`config.mk`:
```
export PLATFORM = sky130hd
export DESIGN_NAME = rvv_alu_unit
export DESIGN_NICKNAME = d
export VERILOG_FILES = /design/src/rvv_alu_pkg.sv /design/src/rvv_rob_pkg.sv /design/src/rvv_alu_addsub.sv /design/src/rvv_alu_shift.sv /design/src/rvv_alu_mask.sv /design/src/rvv_alu_other.sv /design/src/rvv_alu_unit.sv
export SDC_FILE = /design/constraint.sdc
export NUM_CORES = 2
export LEC_CHECK = 0
export BUFFER_PORTS_ARGS = -buffer_cell sky130_fd_sc_hd__buf_2
export CAP_MARGIN = 10
export CORE_ASPECT_RATIO = 1.4
export CORE_UTILIZATION = 30
export DETAILED_ROUTE_END_ITERATION = 6
export SYNTH_ARGS = -nofsm -noshare
export SYNTH_HDL_FRONTEND = slang
export SYNTH_SLANG_ARGS = --single-unit
```
`constraint.sdc`:
```
create_clock -name clk -period 12.6 [get_ports clk]
set_clock_uncertainty 0.05 [all_clocks]
set_input_delay 0.63 -clock clk [delete_from_list [all_inputs] [get_ports clk]]
set_output_delay 0.63 -clock clk [all_outputs]
set_load 0.01 [all_outputs]
```
`src/rvv_alu_pkg.sv`:
```
// micro-op definitions for the vector integer ALU
// opcode and element width encodings, vector data type and element helpers
// modules import this inside their body and use scoped names in port lists

`default_nettype none

package rvv_alu_pkg;

  // vector register length in bits
  localparam int VLEN = 128;
  // bytes per register, one adder slice or popcount per byte
  localparam int VLENB = VLEN / 8;
  // widest element the unit handles
  localparam int ELEM_W_MAX = 32;
  // enough bits to count every bit of a register
  localparam int CPOP_W = $clog2(VLEN) + 1;

  typedef logic [VLEN-1:0] vreg_t;

  typedef enum logic [1:0] {
    SEW8  = 2'd0,
    SEW16 = 2'd1,
    SEW32 = 2'd2
  } sew_e;

  typedef enum logic [4:0] {
    OP_VADD   = 5'd0,
    OP_VSUB   = 5'd1,
    OP_VRSUB  = 5'd2,
    OP_VSLL   = 5'd3,
    OP_VSRL   = 5'd4,
    OP_VSRA   = 5'd5,
    OP_VMAND  = 5'd6,
    OP_VMOR   = 5'd7,
    OP_VMXOR  = 5'd8,
    OP_VMNAND = 5'd9,
    OP_VCPOP  = 5'd10,
    OP_VMIN   = 5'd11,
    OP_VMINU  = 5'd12,
    OP_VMAX   = 5'd13,
    OP_VMAXU  = 5'd14,
    OP_VMV    = 5'd15
  } alu_op_e;

  // widen an element of the given width to ELEM_W_MAX+1 bits
  // every bit above the element takes the fill value
  function automatic logic [ELEM_W_MAX:0] elem_extend(
    input logic [ELEM_W_MAX-1:0] elem,
    input int unsigned           width,
    input logic                  fill
  );
    logic [ELEM_W_MAX-1:0] lo_mask;
    lo_mask = ELEM_W_MAX'((33'h1 << width) - 33'h1);
    return {fill, (elem & lo_mask) | ({ELEM_W_MAX{fill}} & ~lo_mask)};
  endfunction

endpackage

`default_nettype wire

```
`src/rvv_rob_pkg.sv`:
```
// reorder-buffer side definitions for the vector backend
// every unit that returns results to the ROB tags them with rob_idx_t

`default_nettype none

package rvv_rob_pkg;

  // ROB entry index width, 32 entries
  localparam int ROB_IDX_W = 5;

  typedef logic [ROB_IDX_W-1:0] rob_idx_t;

endpackage

`default_nettype wire

```
`src/rvv_alu_addsub.sv`:
```
// add/subtract group of the vector ALU
// vadd, vsub and vrsub on one chain of 8-bit slices
// the carry between slices is cut at each element boundary

`timescale 1ns/10ps
`default_nettype none

module rvv_alu_addsub (
  input  logic                  uop_valid,
  input  rvv_alu_pkg::alu_op_e  uop_opcode,
  input  rvv_alu_pkg::sew_e     uop_sew,
  input  rvv_alu_pkg::vreg_t    uop_vs1,
  input  rvv_alu_pkg::vreg_t    uop_vs2,
  input  rvv_rob_pkg::rob_idx_t uop_rob_idx,
  output logic                  result_valid,
  output rvv_alu_pkg::vreg_t    result_data,
  output rvv_rob_pkg::rob_idx_t result_rob_idx
);

  import rvv_alu_pkg::*;

  logic             is_group;
  logic             is_sub;
  logic             is_rsub;
  vreg_t            op_a;
  vreg_t            op_b;
  logic [VLENB-1:0] lane_start;
  logic [8:0]       slice_sum [VLENB];

  always_comb begin
    is_group = 1'b1;
    is_sub   = 1'b0;
    is_rsub  = 1'b0;
    case (uop_opcode)
      OP_VADD: begin
        is_sub = 1'b0;
      end
      OP_VSUB: begin
        is_sub = 1'b1;
      end
      OP_VRSUB: begin
        is_sub  = 1'b1;
        is_rsub = 1'b1;
      end
      default: begin
        is_group = 1'b0;
      end
    endcase
  end

  // a - b is a + ~b + 1, vrsub just swaps the operands first
  assign op_a = is_rsub ? uop_vs1 : uop_vs2;
  assign op_b = (is_rsub ? uop_vs2 : uop_vs1) ^ {VLEN{is_sub}};

  // slices that begin a new element
  always_comb begin
    for (int i = 0; i < VLENB; i++) begin
      case (uop_sew)
        SEW8:    lane_start[i] = 1'b1;
        SEW16:   lane_start[i] = (i % 2) == 0;
        default: lane_start[i] = (i % 4) == 0;
      endcase
    end
  end

  for (genvar i = 0; i < VLENB; i++) begin : g_slice
    logic cin;
    if (i == 0) begin : g_first
      assign cin = is_sub;
    end else begin : g_chain
      assign cin = lane_start[i] ? is_sub : slice_sum[i-1][8];
    end
    assign slice_sum[i] = {1'b0, op_a[8*i +: 8]} + {1'b0, op_b[8*i +: 8]} + {8'd0, cin};
    assign result_data[8*i +: 8] = slice_sum[i][7:0];
  end

  assign result_valid   = uop_valid & is_group;
  assign result_rob_idx = uop_rob_idx;

endmodule

`default_nettype wire

```
`src/rvv_alu_shift.sv`:
```
// shift group of the vector ALU
// vsll, vsrl and vsra per element at the selected SEW
// amount is the low log2(SEW) bits of the matching vs1 element

`timescale 1ns/10ps
`default_nettype none

module rvv_alu_shift (
  input  logic                  uop_valid,
  input  rvv_alu_pkg::alu_op_e  uop_opcode,
  input  rvv_alu_pkg::sew_e     uop_sew,
  input  rvv_alu_pkg::vreg_t    uop_vs1,
  input  rvv_alu_pkg::vreg_t    uop_vs2,
  input  rvv_rob_pkg::rob_idx_t uop_rob_idx,
  output logic                  result_valid,
  output rvv_alu_pkg::vreg_t    result_data,
  output rvv_rob_pkg::rob_idx_t result_rob_idx
);

  import rvv_alu_pkg::*;

  logic  is_group;
  logic  is_left;
  logic  is_arith;
  vreg_t res_e8;
  vreg_t res_e16;
  vreg_t res_e32;

  // one barrel shift on an element of the given width
  function automatic logic [ELEM_W_MAX-1:0] shift_elem(
    input logic [ELEM_W_MAX-1:0] elem,
    input logic [4:0]            amt_raw,
    input logic                  left,
    input logic                  arith,
    input int unsigned           width
  );
    logic [4:0]          amt;
    logic [ELEM_W_MAX:0] wide;
    logic [ELEM_W_MAX:0] shifted;
    amt  = amt_raw & 5'(width - 1);
    // sign fill only for vsra
    wide = elem_extend(elem, width, arith & elem[width-1]);
    if (left) begin
      shifted = wide << amt;
    end else begin
      shifted = $signed(wide) >>> amt;
    end
    return shifted[ELEM_W_MAX-1:0];
  endfunction

  assign is_group = (uop_opcode == OP_VSLL) || (uop_opcode == OP_VSRL) ||
                    (uop_opcode == OP_VSRA);
  assign is_left  = (uop_opcode == OP_VSLL);
  assign is_arith = (uop_opcode == OP_VSRA);

  always_comb begin
    for (int i = 0; i < VLEN / 8; i++) begin
      res_e8[8*i +: 8] = 8'(shift_elem(ELEM_W_MAX'(uop_vs2[8*i +: 8]),
                                       uop_vs1[8*i +: 5], is_left, is_arith, 8));
    end
    for (int i = 0; i < VLEN / 16; i++) begin
      res_e16[16*i +: 16] = 16'(shift_elem(ELEM_W_MAX'(uop_vs2[16*i +: 16]),
                                           uop_vs1[16*i +: 5], is_left, is_arith, 16));
    end
    for (int i = 0; i < VLEN / 32; i++) begin
      res_e32[32*i +: 32] = shift_elem(uop_vs2[32*i +: 32],
                                       uop_vs1[32*i +: 5], is_left, is_arith, 32);
    end
  end

  always_comb begin
    case (uop_sew)
      SEW8:    result_data = res_e8;
      SEW16:   result_data = res_e16;
      default: result_data = res_e32;
    endcase
  end

  assign result_valid   = uop_valid & is_group;
  assign result_rob_idx = uop_rob_idx;

endmodule

`default_nettype wire

```
`src/rvv_alu_mask.sv`:
```
// mask group of the vector ALU
// vmand, vmor, vmxor and vmnand act on the whole register in the issue cycle
// vcpop registers per-byte counts on issue and holds the summed count
// until the ROB takes it, with cpop_busy raised over that span

`timescale 1ns/10ps
`default_nettype none

module rvv_alu_mask (
  input  logic                  clk,
  input  logic                  arst_n,
  input  logic                  uop_valid,
  input  rvv_alu_pkg::alu_op_e  uop_opcode,
  input  rvv_alu_pkg::vreg_t    uop_vs1,
  input  rvv_alu_pkg::vreg_t    uop_vs2,
  input  rvv_rob_pkg::rob_idx_t uop_rob_idx,
  input  logic                  result_ready,
  output logic                  result_valid,
  output rvv_alu_pkg::vreg_t    result_data,
  output rvv_rob_pkg::rob_idx_t result_rob_idx,
  output logic                  cpop_busy
);

  import rvv_alu_pkg::*;
  import rvv_rob_pkg::*;

  typedef enum logic {
    CPOP_IDLE,
    CPOP_HOLD
  } cpop_state_e;

  cpop_state_e       state_q;
  cpop_state_e       state_d;
  logic              is_logic;
  logic              cpop_fire;
  vreg_t             logic_data;
  logic [3:0]        byte_cnt_q [VLENB];
  rob_idx_t          cpop_rob_idx_q;
  logic [CPOP_W-1:0] cpop_sum;

  function automatic logic [3:0] byte_ones(input logic [7:0] b);
    logic [3:0] n;
    n = '0;
    for (int k = 0; k < 8; k++) begin
      n = n + {3'd0, b[k]};
    end
    return n;
  endfunction

  always_comb begin
    is_logic   = 1'b1;
    logic_data = '0;
    case (uop_opcode)
      OP_VMAND:  logic_data = uop_vs2 & uop_vs1;
      OP_VMOR:   logic_data = uop_vs2 | uop_vs1;
      OP_VMXOR:  logic_data = uop_vs2 ^ uop_vs1;
      OP_VMNAND: logic_data = ~(uop_vs2 & uop_vs1);
      default:   is_logic   = 1'b0;
    endcase
  end

  // vcpop is taken only when the ROB side is ready in the issue cycle
  assign cpop_fire = uop_valid & result_ready & (uop_opcode == OP_VCPOP);

  always_comb begin
    state_d = state_q;
    case (state_q)
      CPOP_IDLE: begin
        if (cpop_fire) begin
          state_d = CPOP_HOLD;
        end
      end
      CPOP_HOLD: begin
        if (result_ready) begin
          state_d = CPOP_IDLE;
        end
      end
      default: state_d = CPOP_IDLE;
    endcase
  end

  always_ff @(posedge clk or negedge arst_n) begin
    if (!arst_n) begin
      state_q <= CPOP_IDLE;
    end else begin
      state_q <= state_d;
    end
  end

  // first stage, one count per byte
  always_ff @(posedge clk) begin
    if (cpop_fire) begin
      for (int i = 0; i < VLENB; i++) begin
        byte_cnt_q[i] <= byte_ones(uop_vs2[8*i +: 8]);
      end
      cpop_rob_idx_q <= uop_rob_idx;
    end
  end

  // second stage, add up the byte counts
  always_comb begin
    cpop_sum = '0;
    for (int i = 0; i < VLENB; i++) begin
      cpop_sum = cpop_sum + CPOP_W'(byte_cnt_q[i]);
    end
  end

  assign cpop_busy      = (state_q == CPOP_HOLD);
  assign result_valid   = (uop_valid & is_logic) | cpop_busy;
  assign result_data    = cpop_busy ? VLEN'(cpop_sum) : logic_data;
  assign result_rob_idx = cpop_busy ? cpop_rob_idx_q : uop_rob_idx;

endmodule

`default_nettype wire

```
`src/rvv_alu_other.sv`:
```
// min/max and move group of the vector ALU
// vmin, vminu, vmax and vmaxu per element at the selected SEW, vmv copies vs1

`timescale 1ns/10ps
`default_nettype none

module rvv_alu_other (
  input  logic                  uop_valid,
  input  rvv_alu_pkg::alu_op_e  uop_opcode,
  input  rvv_alu_pkg::sew_e     uop_sew,
  input  rvv_alu_pkg::vreg_t    uop_vs1,
  input  rvv_alu_pkg::vreg_t    uop_vs2,
  input  rvv_rob_pkg::rob_idx_t uop_rob_idx,
  output logic                  result_valid,
  output rvv_alu_pkg::vreg_t    result_data,
  output rvv_rob_pkg::rob_idx_t result_rob_idx
);

  import rvv_alu_pkg::*;

  logic  is_group;
  logic  is_mv;
  logic  is_signed;
  logic  take_max;
  vreg_t res_e8;
  vreg_t res_e16;
  vreg_t res_e32;

  // compare a (vs2 lane) with b (vs1 lane) and keep the min or the max
  function automatic logic [ELEM_W_MAX-1:0] pick_elem(
    input logic [ELEM_W_MAX-1:0] a,
    input logic [ELEM_W_MAX-1:0] b,
    input logic                  sgn,
    input logic                  max,
    input int unsigned           width
  );
    logic [ELEM_W_MAX:0] a_ext;
    logic [ELEM_W_MAX:0] b_ext;
    logic                a_lt_b;
    a_ext  = elem_extend(a, width, sgn & a[width-1]);
    b_ext  = elem_extend(b, width, sgn & b[width-1]);
    a_lt_b = $signed(a_ext) < $signed(b_ext);
    return (a_lt_b ^ max) ? a : b;
  endfunction

  assign is_mv     = (uop_opcode == OP_VMV);
  assign is_signed = (uop_opcode == OP_VMIN) || (uop_opcode == OP_VMAX);
  assign take_max  = (uop_opcode == OP_VMAX) || (uop_opcode == OP_VMAXU);
  assign is_group  = is_mv || is_signed || take_max || (uop_opcode == OP_VMINU);

  always_comb begin
    for (int i = 0; i < VLEN / 8; i++) begin
      res_e8[8*i +: 8] = 8'(pick_elem(ELEM_W_MAX'(uop_vs2[8*i +: 8]),
                                      ELEM_W_MAX'(uop_vs1[8*i +: 8]), is_signed, take_max, 8));
    end
    for (int i = 0; i < VLEN / 16; i++) begin
      res_e16[16*i +: 16] = 16'(pick_elem(ELEM_W_MAX'(uop_vs2[16*i +: 16]),
                                          ELEM_W_MAX'(uop_vs1[16*i +: 16]),
                                          is_signed, take_max, 16));
    end
    for (int i = 0; i < VLEN / 32; i++) begin
      res_e32[32*i +: 32] = pick_elem(uop_vs2[32*i +: 32], uop_vs1[32*i +: 32],
                                      is_signed, take_max, 32);
    end
  end

  always_comb begin
    if (is_mv) begin
      result_data = uop_vs1;
    end else begin
      case (uop_sew)
        SEW8:    result_data = res_e8;
        SEW16:   result_data = res_e16;
        default: result_data = res_e32;
      endcase
    end
  end

  assign result_valid   = uop_valid & is_group;
  assign result_rob_idx = uop_rob_idx;

endmodule

`default_nettype wire

```
`src/rvv_alu_unit.sv`:
```
// integer ALU unit of the vector backend
// takes micro-ops from the issue stage, runs them in one of four groups
// and hands the single valid result to the ROB over valid/ready

`timescale 1ns/10ps
`default_nettype none

module rvv_alu_unit (
  input  logic                  clk,
  input  logic                  arst_n,
  input  logic                  uop_valid,
  input  rvv_alu_pkg::alu_op_e  uop_opcode,
  input  rvv_alu_pkg::sew_e     uop_sew,
  input  rvv_alu_pkg::vreg_t    uop_vs1,
  input  rvv_alu_pkg::vreg_t    uop_vs2,
  input  rvv_rob_pkg::rob_idx_t uop_rob_idx,
  output logic                  uop_ready,
  output logic                  result_valid,
  output rvv_alu_pkg::vreg_t    result_data,
  output rvv_rob_pkg::rob_idx_t result_rob_idx,
  input  logic                  result_ready
);

  import rvv_alu_pkg::*;
  import rvv_rob_pkg::*;

  logic     cpop_busy;
  logic     issue_valid;
  logic     valid_addsub;
  logic     valid_shift;
  logic     valid_mask;
  logic     valid_other;
  vreg_t    data_addsub;
  vreg_t    data_shift;
  vreg_t    data_mask;
  vreg_t    data_other;
  rob_idx_t rob_addsub;
  rob_idx_t rob_shift;
  rob_idx_t rob_mask;
  rob_idx_t rob_other;

  assign uop_ready = result_ready & ~cpop_busy;

  // groups see the micro-op whenever no count is held, so a combinational
  // result stays valid under back-pressure; the mask group itself only
  // captures a vcpop when result_ready completes the issue handshake
  assign issue_valid = uop_valid & ~cpop_busy;

  rvv_alu_addsub u_addsub (
    .uop_valid      (issue_valid),
    .uop_opcode     (uop_opcode),
    .uop_sew        (uop_sew),
    .uop_vs1        (uop_vs1),
    .uop_vs2        (uop_vs2),
    .uop_rob_idx    (uop_rob_idx),
    .result_valid   (valid_addsub),
    .result_data    (data_addsub),
    .result_rob_idx (rob_addsub)
  );

  rvv_alu_shift u_shift (
    .uop_valid      (issue_valid),
    .uop_opcode     (uop_opcode),
    .uop_sew        (uop_sew),
    .uop_vs1        (uop_vs1),
    .uop_vs2        (uop_vs2),
    .uop_rob_idx    (uop_rob_idx),
    .result_valid   (valid_shift),
    .result_data    (data_shift),
    .result_rob_idx (rob_shift)
  );

  rvv_alu_mask u_mask (
    .clk            (clk),
    .arst_n         (arst_n),
    .uop_valid      (issue_valid),
    .uop_opcode     (uop_opcode),
    .uop_vs1        (uop_vs1),
    .uop_vs2        (uop_vs2),
    .uop_rob_idx    (uop_rob_idx),
    .result_ready   (result_ready),
    .result_valid   (valid_mask),
    .result_data    (data_mask),
    .result_rob_idx (rob_mask),
    .cpop_busy      (cpop_busy)
  );

  rvv_alu_other u_other (
    .uop_valid      (issue_valid),
    .uop_opcode     (uop_opcode),
    .uop_sew        (uop_sew),
    .uop_vs1        (uop_vs1),
    .uop_vs2        (uop_vs2),
    .uop_rob_idx    (uop_rob_idx),
    .result_valid   (valid_other),
    .result_data    (data_other),
    .result_rob_idx (rob_other)
  );

  // one-hot pick of the group result
  always_comb begin
    result_valid   = 1'b0;
    result_data    = '0;
    result_rob_idx = '0;
    case (1'b1)
      valid_addsub: begin
        result_valid   = 1'b1;
        result_data    = data_addsub;
        result_rob_idx = rob_addsub;
      end
      valid_shift: begin
        result_valid   = 1'b1;
        result_data    = data_shift;
        result_rob_idx = rob_shift;
      end
      valid_mask: begin
        result_valid   = 1'b1;
        result_data    = data_mask;
        result_rob_idx = rob_mask;
      end
      valid_other: begin
        result_valid   = 1'b1;
        result_data    = data_other;
        result_rob_idx = rob_other;
      end
      default: begin
        result_valid = 1'b0;
      end
    endcase
  end

endmodule

`default_nettype wire

```
==> impl_metrics.yaml <==
placement:
  gp_routability_congestion: 1.02
  io_buffer_count: 406
  hpwlAfterDp_um: 249000
synthesis:
  ys_async_sr_fraction_pct: 1.43
  synth-compound-area-share_pct: 30.6
  synth_top_flop_cell: "sky130_fd_sc_hd__edfxtp_1"
  synth_xor_xnor_area_share_pct: 3.92
  netlist-cell-type-count: 97
  syn-mean-instance-area_um2: 7.00
  post_synthesis_share_of_cell_area_spent_on_full_adders_half_adders_and_majority_gates_pct: 17.8
  synth_enable_flop_cells: 69
  seq_area_frac_synth_pct: 3.64
  synth-seq-cells: 70
  post_synth_instance_area_um2: 57600
  synthesis.instances: 8223
  muxShareOfSynthArea_pct: 17.6
  number_of_nets_in_the_synthesized_netlist: 9229
  yosys_warnings: 0
  synth_top_family_by_area: "compound AO/OA/AOI/OAI gates"
  synth_simple_gate_area_share_pct: 17.8
worst_setup_path:
  crit_path_max_incr_delay_ns: 0.82
  critPathLaunch: "uop_opcode[1]"
  timing.critical_path.from_type: "primary input"
  crit_required_ns: 11.92
  worstReg2RegStart: "u_mask.cpop_busy"
  slowest_stage: "sky130_fd_sc_hd__a211oi_1"
  worst_ep_arrival_time_ns: 10.76
  critical_path_capture_point_type: "output pin"
  timing.reg2reg.setup_slack_ns: 8.38
  crit_type: "in -> out"
  worst_path_most_repeated_cell: "sky130_fd_sc_hd__a21oi_1"
  timing.reg2reg.worst_path_depth: 5
  rr_endpoint: "u_mask.byte_cnt_q[0][23]"
  timing.critical_path.fanout_max: 45
final_layout:
  commonest_cells_after_routing_fill_and_taps_aside: "sky130_fd_sc_hd__nor2_1, sky130_fd_sc_hd__nand2_1, sky130_fd_sc_hd__a21oi_1"
  final_util_pct: 32.6
  syn2layout_area_growth_pct: 7.56
  drive_above_1_share_pct: 13.1
  layout.cells.most_common: "sky130_fd_sc_hd__nor2_1"
  count_of_nets_after_finishing: 9062
drt:
  detail_route.first_pass.iterations: 7
  route.detailed.wl_per_inst_um: 32.2
  routed_wl_um: 340000
  drt-vias-per-instance: 6.56
  ant_nets: 0
  detailedRoute.firstIterationViolations: 9463
  dr_total_vias: 69320
  drc_violation_count_after_routing: 0
timing:
  final-hold-violation-count: 0
  max_slew.worst_pin.slew_ns: 1.27
  timing.final.max_slew_violations: 0
  unrepaired_setup_endpoints_after_global_routing: "false"
  fin_crit_sh_pct: 90.8
  finalSetupViolations: 0
  achievable-frequency_ghz: 0.0874
  layout_min_cycle_time_ns: 11.44
  maxSlewHeadroom_pct: 15.0
  finalSetupTns_ns: 0
grt:
  grt_pass1_wl_um: 478000
  grt_pass1_vias: 65003
  grt_max_degree: 146
  global_route.overflow_total: 0
  use_met2_pct: 51.7
  met3_track_demand_over_resource_pct: 7.33
  globalRouteMet1Util_pct: 41.2
  grt_busiest_layer: "met2"
  antenna_found_initial: 65
  global_route.usage.total_pct: 33.6
pwr:
  power.static_leakage_nw: 25.4
  power.density_nw_per_um2: 55.3
  ir_drop_mv: 0.0521
  intPower_w: 0.00145
  pwr-share-seq_pct: 8.1
  sw_pwr_w: 0.00197
  power.share.clock_pct: 8.4
  netSwitchingFraction_pct: 57.5
  combinationalPowerShare_pct: 83.5
clocking:
  clock_insertion_delay_worst_skew_ns: 0.36
  cts_tree: "built"
  htree_num_levels: 3
  root_buffer: "sky130_fd_sc_hd__clkbuf_16"
  clk_pin_slew_worst_paths_ns: 0.06
  cts_sinks: 70
  resized_after_cts: 0
  clockBufferDepth: 2
  numCtsBuffers: 9
die:
  fp-row-count: 189
  core_region_area_um2: 190000
  die-height_um: 520
  io-pin-count: 407
  die_width_um: 372
  overall_die_area_um2: 194000
  initial_utilization_pct: 30.3
min_path:
  hp-class: "in -> reg"
  whs_path_depth: 1
  holdCritStartpoint: "uop_rob_idx[4]"
  holdPathEnd: "u_mask.cpop_rob_idx_q[4]"
flow_run:
  maxCapViolations: 0
status:
  status: "complete, no violations"
## critical path: cells and delay by family
kind	cells	cell delay [ns]
AOI/OAI and AO/OA	24	4.96
adders and majority gates	7	3.06
and+or+nand+nor	7	1.23
xor gates and xnor gates	1	0.08
buffers and inverters	3	0.75
## per-stage QoR
step                      setup WS, ns  std cells  power [W]  instance area [um2]  hold WS (ns)
after floorplan                   2.66       8223    0.00206                57600         0.284
after global placement            1.49      10525    0.00303                61500         0.361
after detailed placement          1.42      10525    0.00304                61500         0.363
after CTS                         1.36      10542    0.00335                61900         0.394
after global routing             0.670      10548    0.00361                61900         0.402
final                             1.16      10566    0.00343                61900         0.409
## cell type report
type | instances | area (um2)
multi-input cells | 6839 | 50700
well taps | 2483 | 3110
inverters | 515 | 1930
diodes | 22 | 55.1
repair buffers | 621 | 3720
fillers | 20766 | 128000
flip-flops and latches | 70 | 2100
clock buffers | 10 | 229
clock inverters | 6 | 93.8
## synth_stat cells, types with 24 or more instances
master	instances	area share [%]
sky130_fd_sc_hd__nor2_1	907	5.9
sky130_fd_sc_hd__nand2_1	872	5.7
sky130_fd_sc_hd__a21oi_1	807	7.0
sky130_fd_sc_hd__o21ai_0	786	6.8
sky130_fd_sc_hd__clkbuf_1	615	4.0
sky130_fd_sc_hd__ha_1	592	13
sky130_fd_sc_hd__inv_1	491	3.2
sky130_fd_sc_hd__mux2i_1	350	6.1
sky130_fd_sc_hd__mux4_2	273	11
sky130_fd_sc_hd__xnor2_1	218	3.3
sky130_fd_sc_hd__o211ai_1	215	2.8
sky130_fd_sc_hd__fa_1	142	4.9
sky130_fd_sc_hd__a211oi_1	141	1.8
sky130_fd_sc_hd__nor3_1	141	1.2
sky130_fd_sc_hd__nand3_1	132	1.1
sky130_fd_sc_hd__buf_1	126	0.82
sky130_fd_sc_hd__a31oi_1	109	1.2
sky130_fd_sc_hd__o22ai_1	107	1.2
sky130_fd_sc_hd__a221oi_1	90	1.4
sky130_fd_sc_hd__nor2b_1	71	0.77
sky130_fd_sc_hd__edfxtp_1	69	3.6
sky130_fd_sc_hd__a21o_1	68	0.89
sky130_fd_sc_hd__buf_2	58	0.50
sky130_fd_sc_hd__nand2b_1	56	0.61
sky130_fd_sc_hd__o21bai_1	46	0.60
sky130_fd_sc_hd__o221ai_1	40	0.61
sky130_fd_sc_hd__mux2_2	39	0.76
sky130_fd_sc_hd__xor2_1	38	0.58
sky130_fd_sc_hd__and2_1	37	0.40
sky130_fd_sc_hd__a211o_1	36	0.55
sky130_fd_sc_hd__o311ai_0	36	0.55
sky130_fd_sc_hd__a221o_1	34	0.59
sky130_fd_sc_hd__o31ai_1	30	0.39
sky130_fd_sc_hd__a311oi_1	28	0.43
sky130_fd_sc_hd__and3_1	27	0.29
sky130_fd_sc_hd__nor4_1	26	0.28
sky130_fd_sc_hd__a22oi_1	24	0.31
sky130_fd_sc_hd__o21a_1	24	0.31
sky130_fd_sc_hd__or3_1	24	0.26
## logic make-up (layout without fill, tap and decap cells)
group                    after synthesis  in the layout
adder cells (fa/ha/maj)              734            734
flip-flops                            70             70
buffers and inverters               1314           1152
AO/OA/AOI/OAI                       2811           2811
AND/OR/NAND/NOR                     2374           2374
multiplexers                         663            663
XOR/XNOR                             257            257
other                                  0             22
## metal layers
metal,vias up,routed length [um]
li1,29615,-
met1,33600,128000
met2,4757,148000
met3,1288,35000
met4,60,28800
met5,-,400
## sequential cells by signal, summed over array words and instances, names as in the netlist
signal / count
u_mask.cpop_busy: 1
u_mask.cpop_rob_idx_q: 5
u_mask.byte_cnt_q: 64
## what timing repair did
action                    4_1_cts  5_1_grt
setup buffers                   0        0
hold endpoints to repair        1        0
hold buffers                    1        0
## worst max-delay path by stage
stage / slack, ns / endpoint
3_3_place_gp: 1.49 / result_data[30]
5_1_grt: 0.67 / result_data[30]
2_1_floorplan: 2.66 / result_data[30]
4_1_cts: 1.36 / result_data[30]
3_5_place_dp: 1.42 / result_data[30]
6_report: 1.16 / result_data[30]
## power by group through the flow
stage                     clock [W]  sequential [W]  combinational, W
final                      0.000288        0.000277           0.00286
after CTS                  0.000290        0.000277           0.00278
after detailed placement          0        0.000282           0.00276
after global placement            0        0.000282           0.00275
after floorplan                   0        0.000281           0.00178
after global routing       0.000298        0.000277           0.00304
Power figures use the tool's default switching activity.
